$ cat config.mk
export PLATFORM = sky130hd
export DESIGN_NAME = robTop
export DESIGN_NICKNAME = d
export VERILOG_FILES = /design/src/design/robPkg.sv /design/src/design/robIf.sv /design/src/design/robEntryRam.sv /design/src/design/robCompletionTable.sv /design/src/design/robCommitSelect.sv /design/src/design/robControl.sv /design/src/design/robTop.sv
export SDC_FILE = /design/constraint.sdc
export NUM_CORES = 1
export LEC_CHECK = 0
export ABC_AREA = 1
export BUFFER_PORTS_ARGS = -buffer_cell sky130_fd_sc_hd__buf_2
export CORE_MARGIN = 4
export CORE_UTILIZATION = 50
export DETAILED_ROUTE_END_ITERATION = 6
export PLACE_DENSITY = 0.65
export SLEW_MARGIN = 10
export SYNTH_ARGS = -nofsm -noshare
export SYNTH_HDL_FRONTEND = slang
export SYNTH_SLANG_ARGS = --single-unit
$ cat constraint.sdc
create_clock -name clk -period 7.5 [get_ports clk]
set_input_delay 0.75 -clock clk [delete_from_list [all_inputs] [get_ports clk]]
set_output_delay 0.75 -clock clk [all_outputs]
set_load 0.05 [all_outputs]
$ cat src/design/robPkg.sv
package robPkg;

    // --------------------
    // buffer geometry

    localparam int ROB_SIZE       = 16;
    localparam int ROB_IDX_W      = 4;     // log2 of ROB_SIZE
    localparam int DISPATCH_WIDTH = 2;
    localparam int COMMIT_WIDTH   = 2;     // also the walk width
    localparam int WB_WIDTH       = 2;
    localparam int ARCH_REG_W     = 5;
    localparam int PHYS_REG_W     = 6;

    localparam int PTR_W = ROB_IDX_W + 1;  // index plus wrap bit
    localparam int OCC_W = $clog2(ROB_SIZE + 1);
    localparam int CNT_W = $clog2(((DISPATCH_WIDTH > COMMIT_WIDTH) ?
                                   DISPATCH_WIDTH : COMMIT_WIDTH) + 1);

    // --------------------
    // shared types

    // the wrap bit flips each lap so that two indices can be ordered by age
    typedef struct packed {
        logic                 dir;
        logic [ROB_IDX_W-1:0] idx;
    } robIdx;

    typedef struct packed {
        logic                  writesReg;
        logic [ARCH_REG_W-1:0] archDest;
        logic [PHYS_REG_W-1:0] physDest;
    } robEntry;

    typedef enum logic {
        IDLE,
        WALK
    } robState;

endpackage

$ cat src/design/robIf.sv
`timescale 1ns/1ps

// --------------------
// dispatch write ports

interface robWriteIf;
    import robPkg::*;

    logic [DISPATCH_WIDTH-1:0]                en;
    logic [DISPATCH_WIDTH-1:0][ROB_IDX_W-1:0] addr;     // slot i lands at tail + i
    robEntry [DISPATCH_WIDTH-1:0]             entry;    // fed straight from the dispatch ports

    modport ctrl(
        output en,
        output addr
    );

    modport store(
        input en,
        input addr,
        input entry
    );
endinterface

// --------------------
// commit and walk read ports

interface robReadIf;
    import robPkg::*;

    logic [COMMIT_WIDTH-1:0][ROB_IDX_W-1:0] addr;   // head side in IDLE, tail side in WALK
    robEntry [COMMIT_WIDTH-1:0]             entry;
    logic [COMMIT_WIDTH-1:0]                done;

    modport ctrl(
        output addr
    );

    // entry comes from the RAM and done from the completion table
    modport store(
        input  addr,
        output entry,
        output done
    );

    modport monitor(
        input addr,
        input entry,
        input done
    );
endinterface

$ cat src/design/robEntryRam.sv
`timescale 1ns/1ps

module robEntryRam (
    input  logic      clk,
    input  logic      reset,
    robWriteIf.store  write,
    robReadIf.store   read
);
    import robPkg::*;

    robEntry mem [ROB_SIZE];

    // --------------------
    // write side

    always_ff @(posedge clk) begin
        if (reset) begin
            for (int i = 0; i < ROB_SIZE; i++) begin
                mem[i] <= '0;                   // keeps commit and walk payloads known
            end
        end else begin
            for (int w = 0; w < DISPATCH_WIDTH; w++) begin
                if (write.en[w]) begin
                    mem[write.addr[w]] <= write.entry[w];
                end
            end
        end
    end

    // --------------------
    // read side

    // dispatch slots always target distinct addresses, so the write ports never collide
    for (genvar r = 0; r < COMMIT_WIDTH; r++) begin : gRead
        assign read.entry[r] = mem[read.addr[r]];   // asynchronous read
    end

endmodule

$ cat src/design/robCompletionTable.sv
`timescale 1ns/1ps

module robCompletionTable (
    input  logic                                   clk,
    input  logic                                   reset,
    robWriteIf.store                               write,
    input  logic [robPkg::WB_WIDTH-1:0]            wbEn,
    input  robPkg::robIdx [robPkg::WB_WIDTH-1:0]   wbIdx,
    robReadIf.store                                read
);
    import robPkg::*;

    logic [ROB_SIZE-1:0] doneBits;

    // --------------------
    // update

    always_ff @(posedge clk) begin
        if (reset) begin
            doneBits <= '0;
        end else begin
            for (int w = 0; w < DISPATCH_WIDTH; w++) begin
                if (write.en[w]) begin
                    doneBits[write.addr[w]] <= 1'b0;    // fresh entry is not complete yet
                end
            end
            // a writeback never targets an entry dispatched at the same edge
            for (int b = 0; b < WB_WIDTH; b++) begin
                if (wbEn[b]) begin
                    doneBits[wbIdx[b].idx] <= 1'b1;
                end
            end
        end
    end

    // --------------------
    // lookup at the read positions

    always_comb begin
        for (int r = 0; r < COMMIT_WIDTH; r++) begin
            read.done[r] = doneBits[read.addr[r]];
        end
    end

endmodule

$ cat src/design/robCommitSelect.sv
`timescale 1ns/1ps

module robCommitSelect (
    input  logic [robPkg::OCC_W-1:0]        occupancy,
    robReadIf.monitor                       read,
    output logic [robPkg::COMMIT_WIDTH-1:0] commitMask,
    output logic [robPkg::CNT_W-1:0]        commitNum
);
    import robPkg::*;

    logic [CNT_W-1:0]        candNum;
    logic [COMMIT_WIDTH-1:0] candMask;
    logic                    olderDone;     // every older candidate is complete

    // only occupied slots at the head may commit
    assign candNum = (occupancy < OCC_W'(COMMIT_WIDTH)) ? CNT_W'(occupancy) :
                                                          CNT_W'(COMMIT_WIDTH);

    always_comb begin
        for (int i = 0; i < COMMIT_WIDTH; i++) begin
            candMask[i] = i < int'(candNum);
        end
    end

    // prefix rule, a slot stops everything younger than itself
    always_comb begin
        olderDone = 1'b1;
        for (int i = 0; i < COMMIT_WIDTH; i++) begin
            commitMask[i] = olderDone & candMask[i] & read.done[i];
            olderDone     = commitMask[i];
        end
    end

    always_comb begin
        commitNum = '0;
        for (int i = 0; i < COMMIT_WIDTH; i++) begin
            commitNum = commitNum + CNT_W'(commitMask[i]);
        end
    end

endmodule

$ cat src/design/robControl.sv
`timescale 1ns/1ps

module robControl (
    input  logic                                        clk,
    input  logic                                        reset,
    input  logic [robPkg::DISPATCH_WIDTH-1:0]           dispEn,
    input  logic                                        redirectEn,
    input  robPkg::robIdx                               redirectIdx,
    input  logic [robPkg::COMMIT_WIDTH-1:0]             commitMask,
    input  logic [robPkg::CNT_W-1:0]                    commitNum,
    robWriteIf.ctrl                                     write,
    robReadIf.ctrl                                      read,
    output logic [robPkg::OCC_W-1:0]                    occupancy,
    output robPkg::robIdx [robPkg::DISPATCH_WIDTH-1:0]  dispIdx,
    output logic [robPkg::COMMIT_WIDTH-1:0]             commitEn,
    output logic [robPkg::COMMIT_WIDTH-1:0]             walkEn,
    output logic                                        walking,
    output logic [robPkg::CNT_W-1:0]                    creditReturn
);
    import robPkg::*;

    robState                   state;
    robState                   nextState;
    logic [PTR_W-1:0]          head;
    logic [PTR_W-1:0]          tail;
    logic [PTR_W-1:0]          redirectPtr;
    logic [OCC_W-1:0]          walkRemain;      // squashed entries not yet shown
    logic [OCC_W-1:0]          nextRemain;
    logic [OCC_W-1:0]          squashNum;
    logic [OCC_W-1:0]          walkLeft;
    logic [CNT_W-1:0]          walkStep;
    logic [CNT_W-1:0]          commitCnt;       // entries on commitEn this cycle
    logic [CNT_W-1:0]          walkCnt;         // entries on walkEn this cycle
    logic [CNT_W-1:0]          nextCommitCnt;
    logic [CNT_W-1:0]          nextWalkCnt;
    logic [COMMIT_WIDTH-1:0]   nextCommitEn;
    logic [DISPATCH_WIDTH-1:0] dispFire;
    logic [CNT_W-1:0]          dispCnt;

    function automatic logic [COMMIT_WIDTH-1:0] countMask(input logic [CNT_W-1:0] cnt);
        logic [COMMIT_WIDTH-1:0] mask;
        for (int i = 0; i < COMMIT_WIDTH; i++) begin
            mask[i] = i < int'(cnt);
        end
        return mask;
    endfunction

    // --------------------
    // dispatch side

    assign redirectPtr = redirectIdx;
    assign dispFire    = (state == IDLE && !redirectEn) ? dispEn : '0;
    assign walking     = state == WALK;

    always_comb begin
        dispCnt = '0;
        for (int i = 0; i < DISPATCH_WIDTH; i++) begin
            dispCnt = dispCnt + CNT_W'(dispFire[i]);
        end
    end

    always_comb begin
        write.en = dispFire;
        for (int i = 0; i < DISPATCH_WIDTH; i++) begin
            write.addr[i] = tail[ROB_IDX_W-1:0] + ROB_IDX_W'(i);
            dispIdx[i]    = tail + PTR_W'(i);               // wrap bit carries into dir
        end
    end

    // youngest first while walking, oldest first otherwise
    always_comb begin
        for (int i = 0; i < COMMIT_WIDTH; i++) begin
            if (state == WALK) begin
                read.addr[i] = tail[ROB_IDX_W-1:0] - ROB_IDX_W'(i + 1);
            end else begin
                read.addr[i] = head[ROB_IDX_W-1:0] + ROB_IDX_W'(i);
            end
        end
    end

    // --------------------
    // next output beat

    assign squashNum = tail - redirectPtr;                 // tail back to redirectIdx inclusive
    assign walkLeft  = (state == WALK) ? walkRemain : squashNum;
    assign walkStep  = (walkLeft < OCC_W'(COMMIT_WIDTH)) ? CNT_W'(walkLeft) :
                                                           CNT_W'(COMMIT_WIDTH);

    always_comb begin
        nextState     = state;
        nextRemain    = walkRemain;
        nextWalkCnt   = '0;
        nextCommitCnt = '0;
        nextCommitEn  = '0;
        case (state)
            IDLE: begin
                if (redirectEn) begin
                    nextState   = WALK;
                    nextWalkCnt = walkStep;
                    nextRemain  = walkLeft - OCC_W'(walkStep);
                end else if (commitCnt == '0) begin
                    // the read ports still hold a committing pair, so select every other cycle
                    nextCommitEn  = commitMask;
                    nextCommitCnt = commitNum;
                end
            end
            WALK: begin
                if (walkRemain == '0) begin
                    nextState = IDLE;
                end else begin
                    nextWalkCnt = walkStep;
                    nextRemain  = walkRemain - OCC_W'(walkStep);
                end
            end
        endcase
    end

    // --------------------
    // state and outputs

    always_ff @(posedge clk) begin
        if (reset) begin
            state        <= IDLE;
            head         <= '0;
            tail         <= '0;
            occupancy    <= '0;
            walkRemain   <= '0;
            commitCnt    <= '0;
            walkCnt      <= '0;
            commitEn     <= '0;
            walkEn       <= '0;
            creditReturn <= '0;
        end else begin
            state        <= nextState;
            head         <= head + PTR_W'(commitCnt);       // frees the pair shown this cycle
            tail         <= tail + PTR_W'(dispCnt) - PTR_W'(walkCnt);
            occupancy    <= occupancy + OCC_W'(dispCnt) - OCC_W'(commitCnt) - OCC_W'(walkCnt);
            walkRemain   <= nextRemain;
            commitCnt    <= nextCommitCnt;
            walkCnt      <= nextWalkCnt;
            commitEn     <= nextCommitEn;
            walkEn       <= countMask(nextWalkCnt);
            creditReturn <= nextCommitCnt + nextWalkCnt;    // never both in one beat
        end
    end

endmodule

$ cat src/design/robTop.sv
`timescale 1ns/1ps

module robTop (
    input  logic                                         clk,
    input  logic                                         reset,
    input  logic [robPkg::DISPATCH_WIDTH-1:0]            dispEn,
    input  robPkg::robEntry [robPkg::DISPATCH_WIDTH-1:0] dispEntry,
    output robPkg::robIdx [robPkg::DISPATCH_WIDTH-1:0]   dispIdx,
    input  logic [robPkg::WB_WIDTH-1:0]                  wbEn,
    input  robPkg::robIdx [robPkg::WB_WIDTH-1:0]         wbIdx,
    input  logic                                         redirectEn,
    input  robPkg::robIdx                                redirectIdx,
    output logic [robPkg::COMMIT_WIDTH-1:0]              commitEn,
    output robPkg::robEntry [robPkg::COMMIT_WIDTH-1:0]   commitEntry,
    output logic [robPkg::COMMIT_WIDTH-1:0]              walkEn,
    output robPkg::robEntry [robPkg::COMMIT_WIDTH-1:0]   walkEntry,
    output logic                                         walking,
    output logic [robPkg::CNT_W-1:0]                     creditReturn
);
    import robPkg::*;

    logic [OCC_W-1:0]        occupancy;
    logic [COMMIT_WIDTH-1:0] commitMask;
    logic [CNT_W-1:0]        commitNum;

    robWriteIf wrIf();
    robReadIf  rdIf();

    assign wrIf.entry  = dispEntry;
    // commit and walk share the read ports, their enables tell them apart
    assign commitEntry = rdIf.entry;
    assign walkEntry   = rdIf.entry;

    // --------------------
    // control and datapath

    robControl uControl (
        .clk          (clk),
        .reset        (reset),
        .dispEn       (dispEn),
        .redirectEn   (redirectEn),
        .redirectIdx  (redirectIdx),
        .commitMask   (commitMask),
        .commitNum    (commitNum),
        .write        (wrIf.ctrl),
        .read         (rdIf.ctrl),
        .occupancy    (occupancy),
        .dispIdx      (dispIdx),
        .commitEn     (commitEn),
        .walkEn       (walkEn),
        .walking      (walking),
        .creditReturn (creditReturn)
    );

    robEntryRam uEntryRam (
        .clk   (clk),
        .reset (reset),
        .write (wrIf.store),
        .read  (rdIf.store)
    );

    robCompletionTable uCompletion (
        .clk   (clk),
        .reset (reset),
        .write (wrIf.store),
        .wbEn  (wbEn),
        .wbIdx (wbIdx),
        .read  (rdIf.store)
    );

    robCommitSelect uCommitSelect (
        .occupancy  (occupancy),
        .read       (rdIf.monitor),
        .commitMask (commitMask),
        .commitNum  (commitNum)
    );

endmodule

Word level (Yosys, flattened, before mapping):

Memories as Yosys holds them, arrays and structs flattened.
Index checks and enable logic that the tools add are counted.

* add/sub/neg operators: 17
* magnitude comparators: 16
* equality and inequality tests: 2
* multiplexer cells: 51
* bitwise gates (word level): 11
* reductions and logical operators: 12

Operators by type and width (number)
* $mux W16: 7
* $and A16 B16 Y16: 2
* $not A16 Y16: 2
* $or A16 B16 Y16: 2
* $lt A4 B5 Y1 const B: 6
* $sub A5 B2 Y5: 5
* $mux W12: 2
* $reduce_or A12 Y1: 2
* $mux W1: 18
* $demux W1 S4: 4
* $ge A4 B1 Y1 const B: 4
* $mux W2: 8
* $mux W4: 4
* $add A5 B2 Y5: 3
* $mux W5: 3
* $lt A5 B2 Y1 const B: 2
* $pmux W5 S2: 1
* $add A4 B1 Y4 const B: 2
* $bmux W1 S4: 2
* $lt A1 B2 Y1 const A: 4
* $add A5 B1 Y5 const B: 1
* $logic_and A1 B1 Y1: 5
* $logic_not A5 Y1: 1
* $sub A5 B5 Y5: 1
* other kinds (13): 18

* register bits: 47
* RAM bits: 192
* bits of input ports: 46
* memories: 1

Memory list
* uEntryRam.mem: words 16, width 12, read ports 2, clocked after Yosys merged registers in 0, write ports 16, RTL line robEntryRam.sv:11 `robEntry mem [ROB_SIZE];`

Depth between registers and ports, before layout:

Gate-level depths: netlist (run 1).

* depth in word-level cells: 16
* mapped depth: 22
* depth with buffers taken out: 22

Worst setup path after synthesis (run 1):

OpenSTA, ideal clock, no wires.

* kind: reg2out
* from: register uControl.tail[0]
* to: output walkEntry[10] in the netlist's numbering
* arrival time: 3.440 ns
* setup slack: 3.310 ns
* stages on the path, launching flop included: 12
* cells stage by stage: dfxtp_1 inv_1 ha_1 nand2_1 o21ai_2 inv_2 clkbuf_1 o21ai_0 o221ai_1 nand3_1 nand2_1 buf_4

RTL lines
* start: declaration: RTL line robControl.sv:25 `logic [PTR_W-1:0] tail;`
* start signal: assignment: RTL line robControl.sv:136 `tail <= tail + PTR_W'(dispCnt) - PTR_W'(walkCnt);`
* end: declaration: RTL line robTop.sv:16 `output robPkg::robEntry [robPkg::COMMIT_WIDTH-1:0] walkEntry,`

==> flow_metrics.env, run 1 <==
export IMPL_worstSetupStartpoint="uControl.walking$_SDFF_PP0_"
export IMPL_fmax_ghz=0.200
export IMPL_hold_viol=0
export IMPL_cts_setup_buffers=0
export IMPL_vias=14264
export IMPL_gp_congestion=0.967
export IMPL_setup_tns_ps=0
export IMPL_detail_route_antenna_nets=0
export IMPL_area_delta_synth_final_pct=7.71
export IMPL_dieArea_um2=32800
export IMPL_initial_core_util_pct=50.6
export IMPL_status="completed"
export IMPL_synthTopCellsByArea="edfxtp_1, o22ai_1, nand3_1, dfxtp_1, nand2_1"
export IMPL_numCtsBuffers=29
export IMPL_fp_dieW_um=181
export IMPL_synth_area_leader_cell="edfxtp_1"
export IMPL_clkTransAtPathRegs_ps=60
export IMPL_synth_seq_cells=237
export IMPL_cts_root_buffer="clkbuf_16"
export IMPL_leakagePower_uw=0.00634
export IMPL_drt_iter0_markers=2113
export IMPL_path_cells="buf_4 -> inv_2 -> nand2_1 -> o21ai_4 -> buf_4 -> inv_2 -> a21oi_1 -> o21ai_0 -> nand3_1 -> nand3_1 -> nand2_1 -> buf_2"
export IMPL_cts_sinks=237
export IMPL_vias_per_cell=6.47
export IMPL_coreArea_um2=29600
export IMPL_rsz0062_at_grt="false"
export IMPL_critical_path_depth=12
export IMPL_synth_most_common_cell="nand3_1"
export IMPL_finClkSkew_ps=16.9
export IMPL_layout_min_cycle_time_ps=5000
export IMPL_placed_area_um2=15300
export IMPL_grt_usage_pct=30.8
export IMPL_ys_seq_area_share_pct=44.5
export IMPL_synth_top_area_share_pct=38.5
export IMPL_p_per_area_nw_per_um2=373
export IMPL_syn_inst=1809
export IMPL_num_rows=63
export IMPL_end_kind="output port"
export IMPL_crit_path_start_kind="register"
export IMPL_htree_num_levels=1
export IMPL_critical_path_max_stage_delay_ps=730
export IMPL_n_antenna_cell=0
export IMPL_final_fill_count=2802
export IMPL_fp_dieH_um=181
export IMPL_cts_tree="built"
export IMPL_syn_nets=1900
export IMPL_ys_warnings_count=0
export IMPL_critical_path_slowest_cell="buf_4"
export IMPL_worst_pin_slew_ps=1140
export IMPL_peakVddDrop_mv=0.284
export IMPL_cts_path_max_buffers=3
export IMPL_synth_edf_count=192
export IMPL_slew_viol_final=0
export IMPL_critical_path_buf_inv_count=5
export IMPL_grt_max_degree=142
export IMPL_io_pins=111
export IMPL_min_path_type="reg2reg"
export IMPL_grt_pass1_vias=13375
export IMPL_min_from="uCompletion.doneBits[4]$_SDFF_PP0_"
export IMPL_worstReg2RegStart="uControl.tail[1]$_SDFF_PP0_"
export IMPL_holdWs_ps=501
export IMPL_synth_area_um2=15000
export IMPL_arrival_ps=4250
export IMPL_wire_per_inst_um=24.0
export IMPL_grt_first_pass_wirelength_um=78700
export IMPL_criticalPathCategory="reg2out"
export IMPL_crit_path_max_fanout=61
export IMPL_synth_distinct_cells=43
export IMPL_reg2regPathDepth=18
export IMPL_async_flop_share_pct=0
export IMPL_fin_nets=1884
export IMPL_wl_um=53000
export IMPL_postCtsHoldBufs=0
export IMPL_critical_path_top_delay_family="buffers and inverters"
export IMPL_cp_required_ps=6750
export IMPL_timing_final_crit_share_pct=66.7
export IMPL_synth_commonest_cells="nand3_1, nand2_1, inv_1"
export IMPL_clk_latency_ps=550
export IMPL_ys_flop_type="edfxtp_1"
export IMPL_cts_resized=0
export IMPL_gr_total_overflow=0
export IMPL_finalSetupViolCount=0
export IMPL_max_slew_margin_rel_pct=24.3
export IMPL_portBuffers=108
export IMPL_antenna_found_initial=0
export IMPL_cap_viol_max_count=0
export IMPL_dp_hpwl_um=33600
export IMPL_post_route_cells_drive_above_1_share_pct=10.5
export IMPL_whs_path_depth=2
export IMPL_postLayoutCellArea_um2=16100
export IMPL_avgSynthCellArea_um2=8.29
export IMPL_drt_pass1_iterations=6
export IMPL_drcViolationCount=0
layer usage:
metal | up-vias | global-route usage [%] | routed length, um
li1 | 6457 | - | -
met1 | 6739 | 39.7 | 20100
met2 | 883 | 49.9 | 24100
met3 | 185 | 5.54 | 5700
met4 | 0 | 15.4 | 3140
met5 | - | 0 | 0
cells in the final DEF, fill, tap and decap left out, types with 36 or more instances in the layout:
cell      netlist  final
a21oi_1       114    114
buf_2          62    108
dfxtp_1        45     45
edfxtp_1      192    192
ha_1           36     36
inv_1         210    210
nand2_1       216    214
nand3_1       218    218
nor2_1         88     88
o211ai_1       65     65
o21ai_0       142    142
o22ai_1       194    194
final cells by class:
cell class	count	area [um2]	share of cell area, %
Clock buffer	45	796	4.93
Inverter	219	825	5.11
Tap cell	390	488	3.02
Clock inverter	8	61.3	0.380
Multi-Input combinational cell	1183	6650	41.2
Timing Repair Buffer	123	666	4.12
Sequential cell	237	6670	41.3
worst min-delay path: stages, from the launching register on:
cell     delay (ps)
dfxtp_1         320
inv_1            50
o21ai_0          80
stage by stage:
step           power, uW  instances  utilization (%)  setup WS [ps]
2_1_floorplan       4040       1809                -           3310
3_5_place_dp        4700       2152             51.6           3150
5_1_grt             6320       2205             54.5           2380
4_1_cts             5980       2205             54.5           2580
3_3_place_gp        4650       2152             51.6           3210
6_report            6020       2205             54.5           2500
cell families (layout without fill, tap and decap cells):
kind of cell               Yosys count  count (layout)  synth area share (%)
AOI/OAI and AO/OA                  563             563                  22.3
xor gates and xnor gates            11              11                 0.693
adders and majority gates           45              45                  4.21
buffers and inverters              389             395                  11.4
DFF                                237             237                  44.5
and+or+nand+nor                    564             564                  16.9
power breakdown:
group          switching [uW]  total, uW  internal [uW]
Sequential               83.5       1640           1560
Clock                     557       1310            757
Combinational            2340       3070            727
state kept, by name, indices dropped and copies added, names as in the netlist:
name	cells
uControl.walkEn	1
uEntryRam.mem	192
uControl.walkCnt	2
uControl.head	4
uControl.commitEn	2
uControl.walkRemain	5
uControl.creditReturn	2
uControl.occupancy	5
uControl.walking	1
uControl.tail	5
uControl.commitCnt	2
uCompletion.doneBits	16
path summary, 6_finish.rpt:
kind | end | slack, ps
setup / recovery | commitEntry[16] | 2500
hold / removal | uCompletion.doneBits[4]$_SDFF_PP0_ | 500
setup reg to reg | uControl.creditReturn[1]$_SDFF_PP0_ | 3220
hold reg to reg | uCompletion.doneBits[4]$_SDFF_PP0_ | 500
Note: power is estimated with default switching activity, not from simulation.
==> run 2, diff against run 1 <==
Clock period 7.5 ns to 4.8 ns, I/O delays scaled along.
==> flow_metrics.env, run 2 (synthesis gave the netlist of run 1 again) <==
export IMPL_largest_register_ffs=192
export IMPL_reg_top3="uEntryRam.mem x192, uCompletion.doneBits x16"
export IMPL_peakVddDrop_mv=0.429
export IMPL_crit_path_max_fanout=40
export IMPL_fp_dieW_um=181
export IMPL_final_cells=2211
export IMPL_cp_required_ps=4320
export IMPL_cts_path_max_buffers=3
export IMPL_num_rows=63
export IMPL_fp_dieH_um=181
export IMPL_cts_setup_buffers=0
export IMPL_end_kind="output port"
export IMPL_grt_usage_pct=31.2
export IMPL_io_pins=111
export IMPL_post_route_cells_drive_above_1_share_pct=11.1
export IMPL_cts_sinks=237
export IMPL_area_delta_synth_final_pct=8.08
export IMPL_initial_core_util_pct=50.6
export IMPL_layout_setup_ws_ps=428
export IMPL_multi_input_area_um2=6650
export IMPL_gp_congestion=0.933
export IMPL_holdWs_ps=261
export IMPL_gr_max_usage_layer="met2"
export IMPL_fin_nets=1890
export IMPL_path_cells="inv_1 -> ha_1 -> nand2_1 -> o21ai_4 -> inv_2 -> buf_4 -> o21ai_0 -> o221ai_1 -> nand3_1 -> nand2_1 -> buf_2"
export IMPL_critical_path_buf_inv_count=4
export IMPL_cts_resized=0
export IMPL_final_cell_mix="nand3_1, nand2_1, inv_1"
export IMPL_gr_usage_met2_pct=51.1
export IMPL_dp_slack_ps=1070
export IMPL_use_met1_pct=40.2
export IMPL_critical_path_max_stage_delay_ps=560
export IMPL_antenna_found_initial=0
export IMPL_clkTransAtPathRegs_ps=60
export IMPL_finClkSkew_ps=15.3
export IMPL_coreArea_um2=29600
export IMPL_layout_min_cycle_time_ps=4370
export IMPL_vias=14373
export IMPL_grt_pass1_vias=13537
export IMPL_worst_pin_slew_ps=1080
export IMPL_portBuffers=108
export IMPL_wire_per_inst_um=24.1
export IMPL_placed_area_um2=15300
export IMPL_dieArea_um2=32800
export IMPL_min_from="wbIdx[1]"
export IMPL_worstReg2RegStart="uControl.tail[1]$_SDFF_PP0_"
export IMPL_critical_path_top_delay_family="buffers and inverters"
export IMPL_slew_viol_final=0
export IMPL_worstSetupStartpoint="uControl.tail[1]$_SDFF_PP0_"
export IMPL_status="completed"
export IMPL_drt_iter0_markers=2010
export IMPL_min_path_type="in2reg"
export IMPL_final_fill_count=2744
export IMPL_hold_viol=0
export IMPL_critical_path_slowest_cell="buf_4"
export IMPL_dp_hpwl_um=34100
export IMPL_gr_total_overflow=0
export IMPL_met3_usage_pct=5.07
export IMPL_vias_per_cell=6.50
export IMPL_drt_pass1_iterations=6
export IMPL_finalSetupViolCount=0
export IMPL_cts_root_buffer="clkbuf_16"
export IMPL_regArea_um2=6670
export IMPL_cap_viol_max_count=0
export IMPL_postLayoutCellArea_um2=16200
export IMPL_criticalPathCategory="reg2out"
export IMPL_wl_um=53200
export IMPL_timing_final_crit_share_pct=91.1
export IMPL_numCtsBuffers=28
export IMPL_setup_tns_ps=0
export IMPL_p_per_area_nw_per_um2=581
export IMPL_cts_tree="built"
export IMPL_drcViolationCount=0
export IMPL_postCtsHoldBufs=0
export IMPL_clk_latency_ps=560
export IMPL_leakagePower_uw=0.00638
export IMPL_detail_route_antenna_nets=0
export IMPL_fmax_ghz=0.229
export IMPL_cp_common_cell="nand2_1"
export IMPL_mostFrequentLayoutCell="nand3_1"
export IMPL_htree_num_levels=1
export IMPL_grt_first_pass_wirelength_um=79500
export IMPL_dp_cells=2159
export IMPL_regMostFlops="uEntryRam.mem"
export IMPL_max_slew_margin_rel_pct=27.7
export IMPL_n_antenna_cell=0
export IMPL_grt_max_degree=133
export IMPL_rsz0062_at_grt="false"
export IMPL_crit_path_start_kind="register"
export IMPL_arrival_ps=3890
[run 2: changes by cell type in the layout (fill, tap and decap cells not counted), sizes merged]
cell,previous run,this run
buf,123,130
clkinvlp,0,2
clkinv,9,20
clkbuf,45,31
[run 2: where the power goes]
part           total [uW]  internal [uW]  switching, uW  leakage, uW
clock                2030           1140            889     0.000421
combinational        4820           1150           3660      0.00360
sequential           2570           2440            133      0.00236
total                9420           4740           4690      0.00638
[run 2: tightest hold or removal path, stage by stage]
cell,delay [ps]
buf_2,120
nand3_1,80
a31oi_1,70
[run 2: per-stage QoR]
stage,power [uW],utilization (%)
floorplan,6320,-
global placement,7280,51.8
detailed placement,7340,51.8
CTS,9340,54.7
global route,9880,54.7
finish,9420,54.7
[run 2: final timing paths]
kind                                                            end  slack, ps  cells past startpoint
worst max-delay path                                commitEntry[10]        430                     11
worst min-delay path            uCompletion.doneBits[15]$_SDFF_PP0_        260                      3
worst max register to register  uControl.creditReturn[1]$_SDFF_PP0_       1110                     19
worst min register to register          uControl.head[3]$_SDFF_PP0_        490                      1
[run 2: cell type report]
cell class | count | share of cell area [%]
Clock buffer | 31 | 4.53
Clock inverter | 21 | 0.780
Inverter | 219 | 5.09
Multi-Input combinational cell | 1183 | 41.0
Sequential cell | 237 | 41.1
Tap cell | 390 | 3.01
Timing Repair Buffer | 130 | 4.43
[run 2: metal layers]
| layer | part of all wire, % | wire length, um |
|---|---|---|
| met4 | 5.5 | 2950 |
| met1 | 37 | 19800 |
| met3 | 11 | 5630 |
| met5 | 0 | 0 |
| met2 | 47 | 24800 |
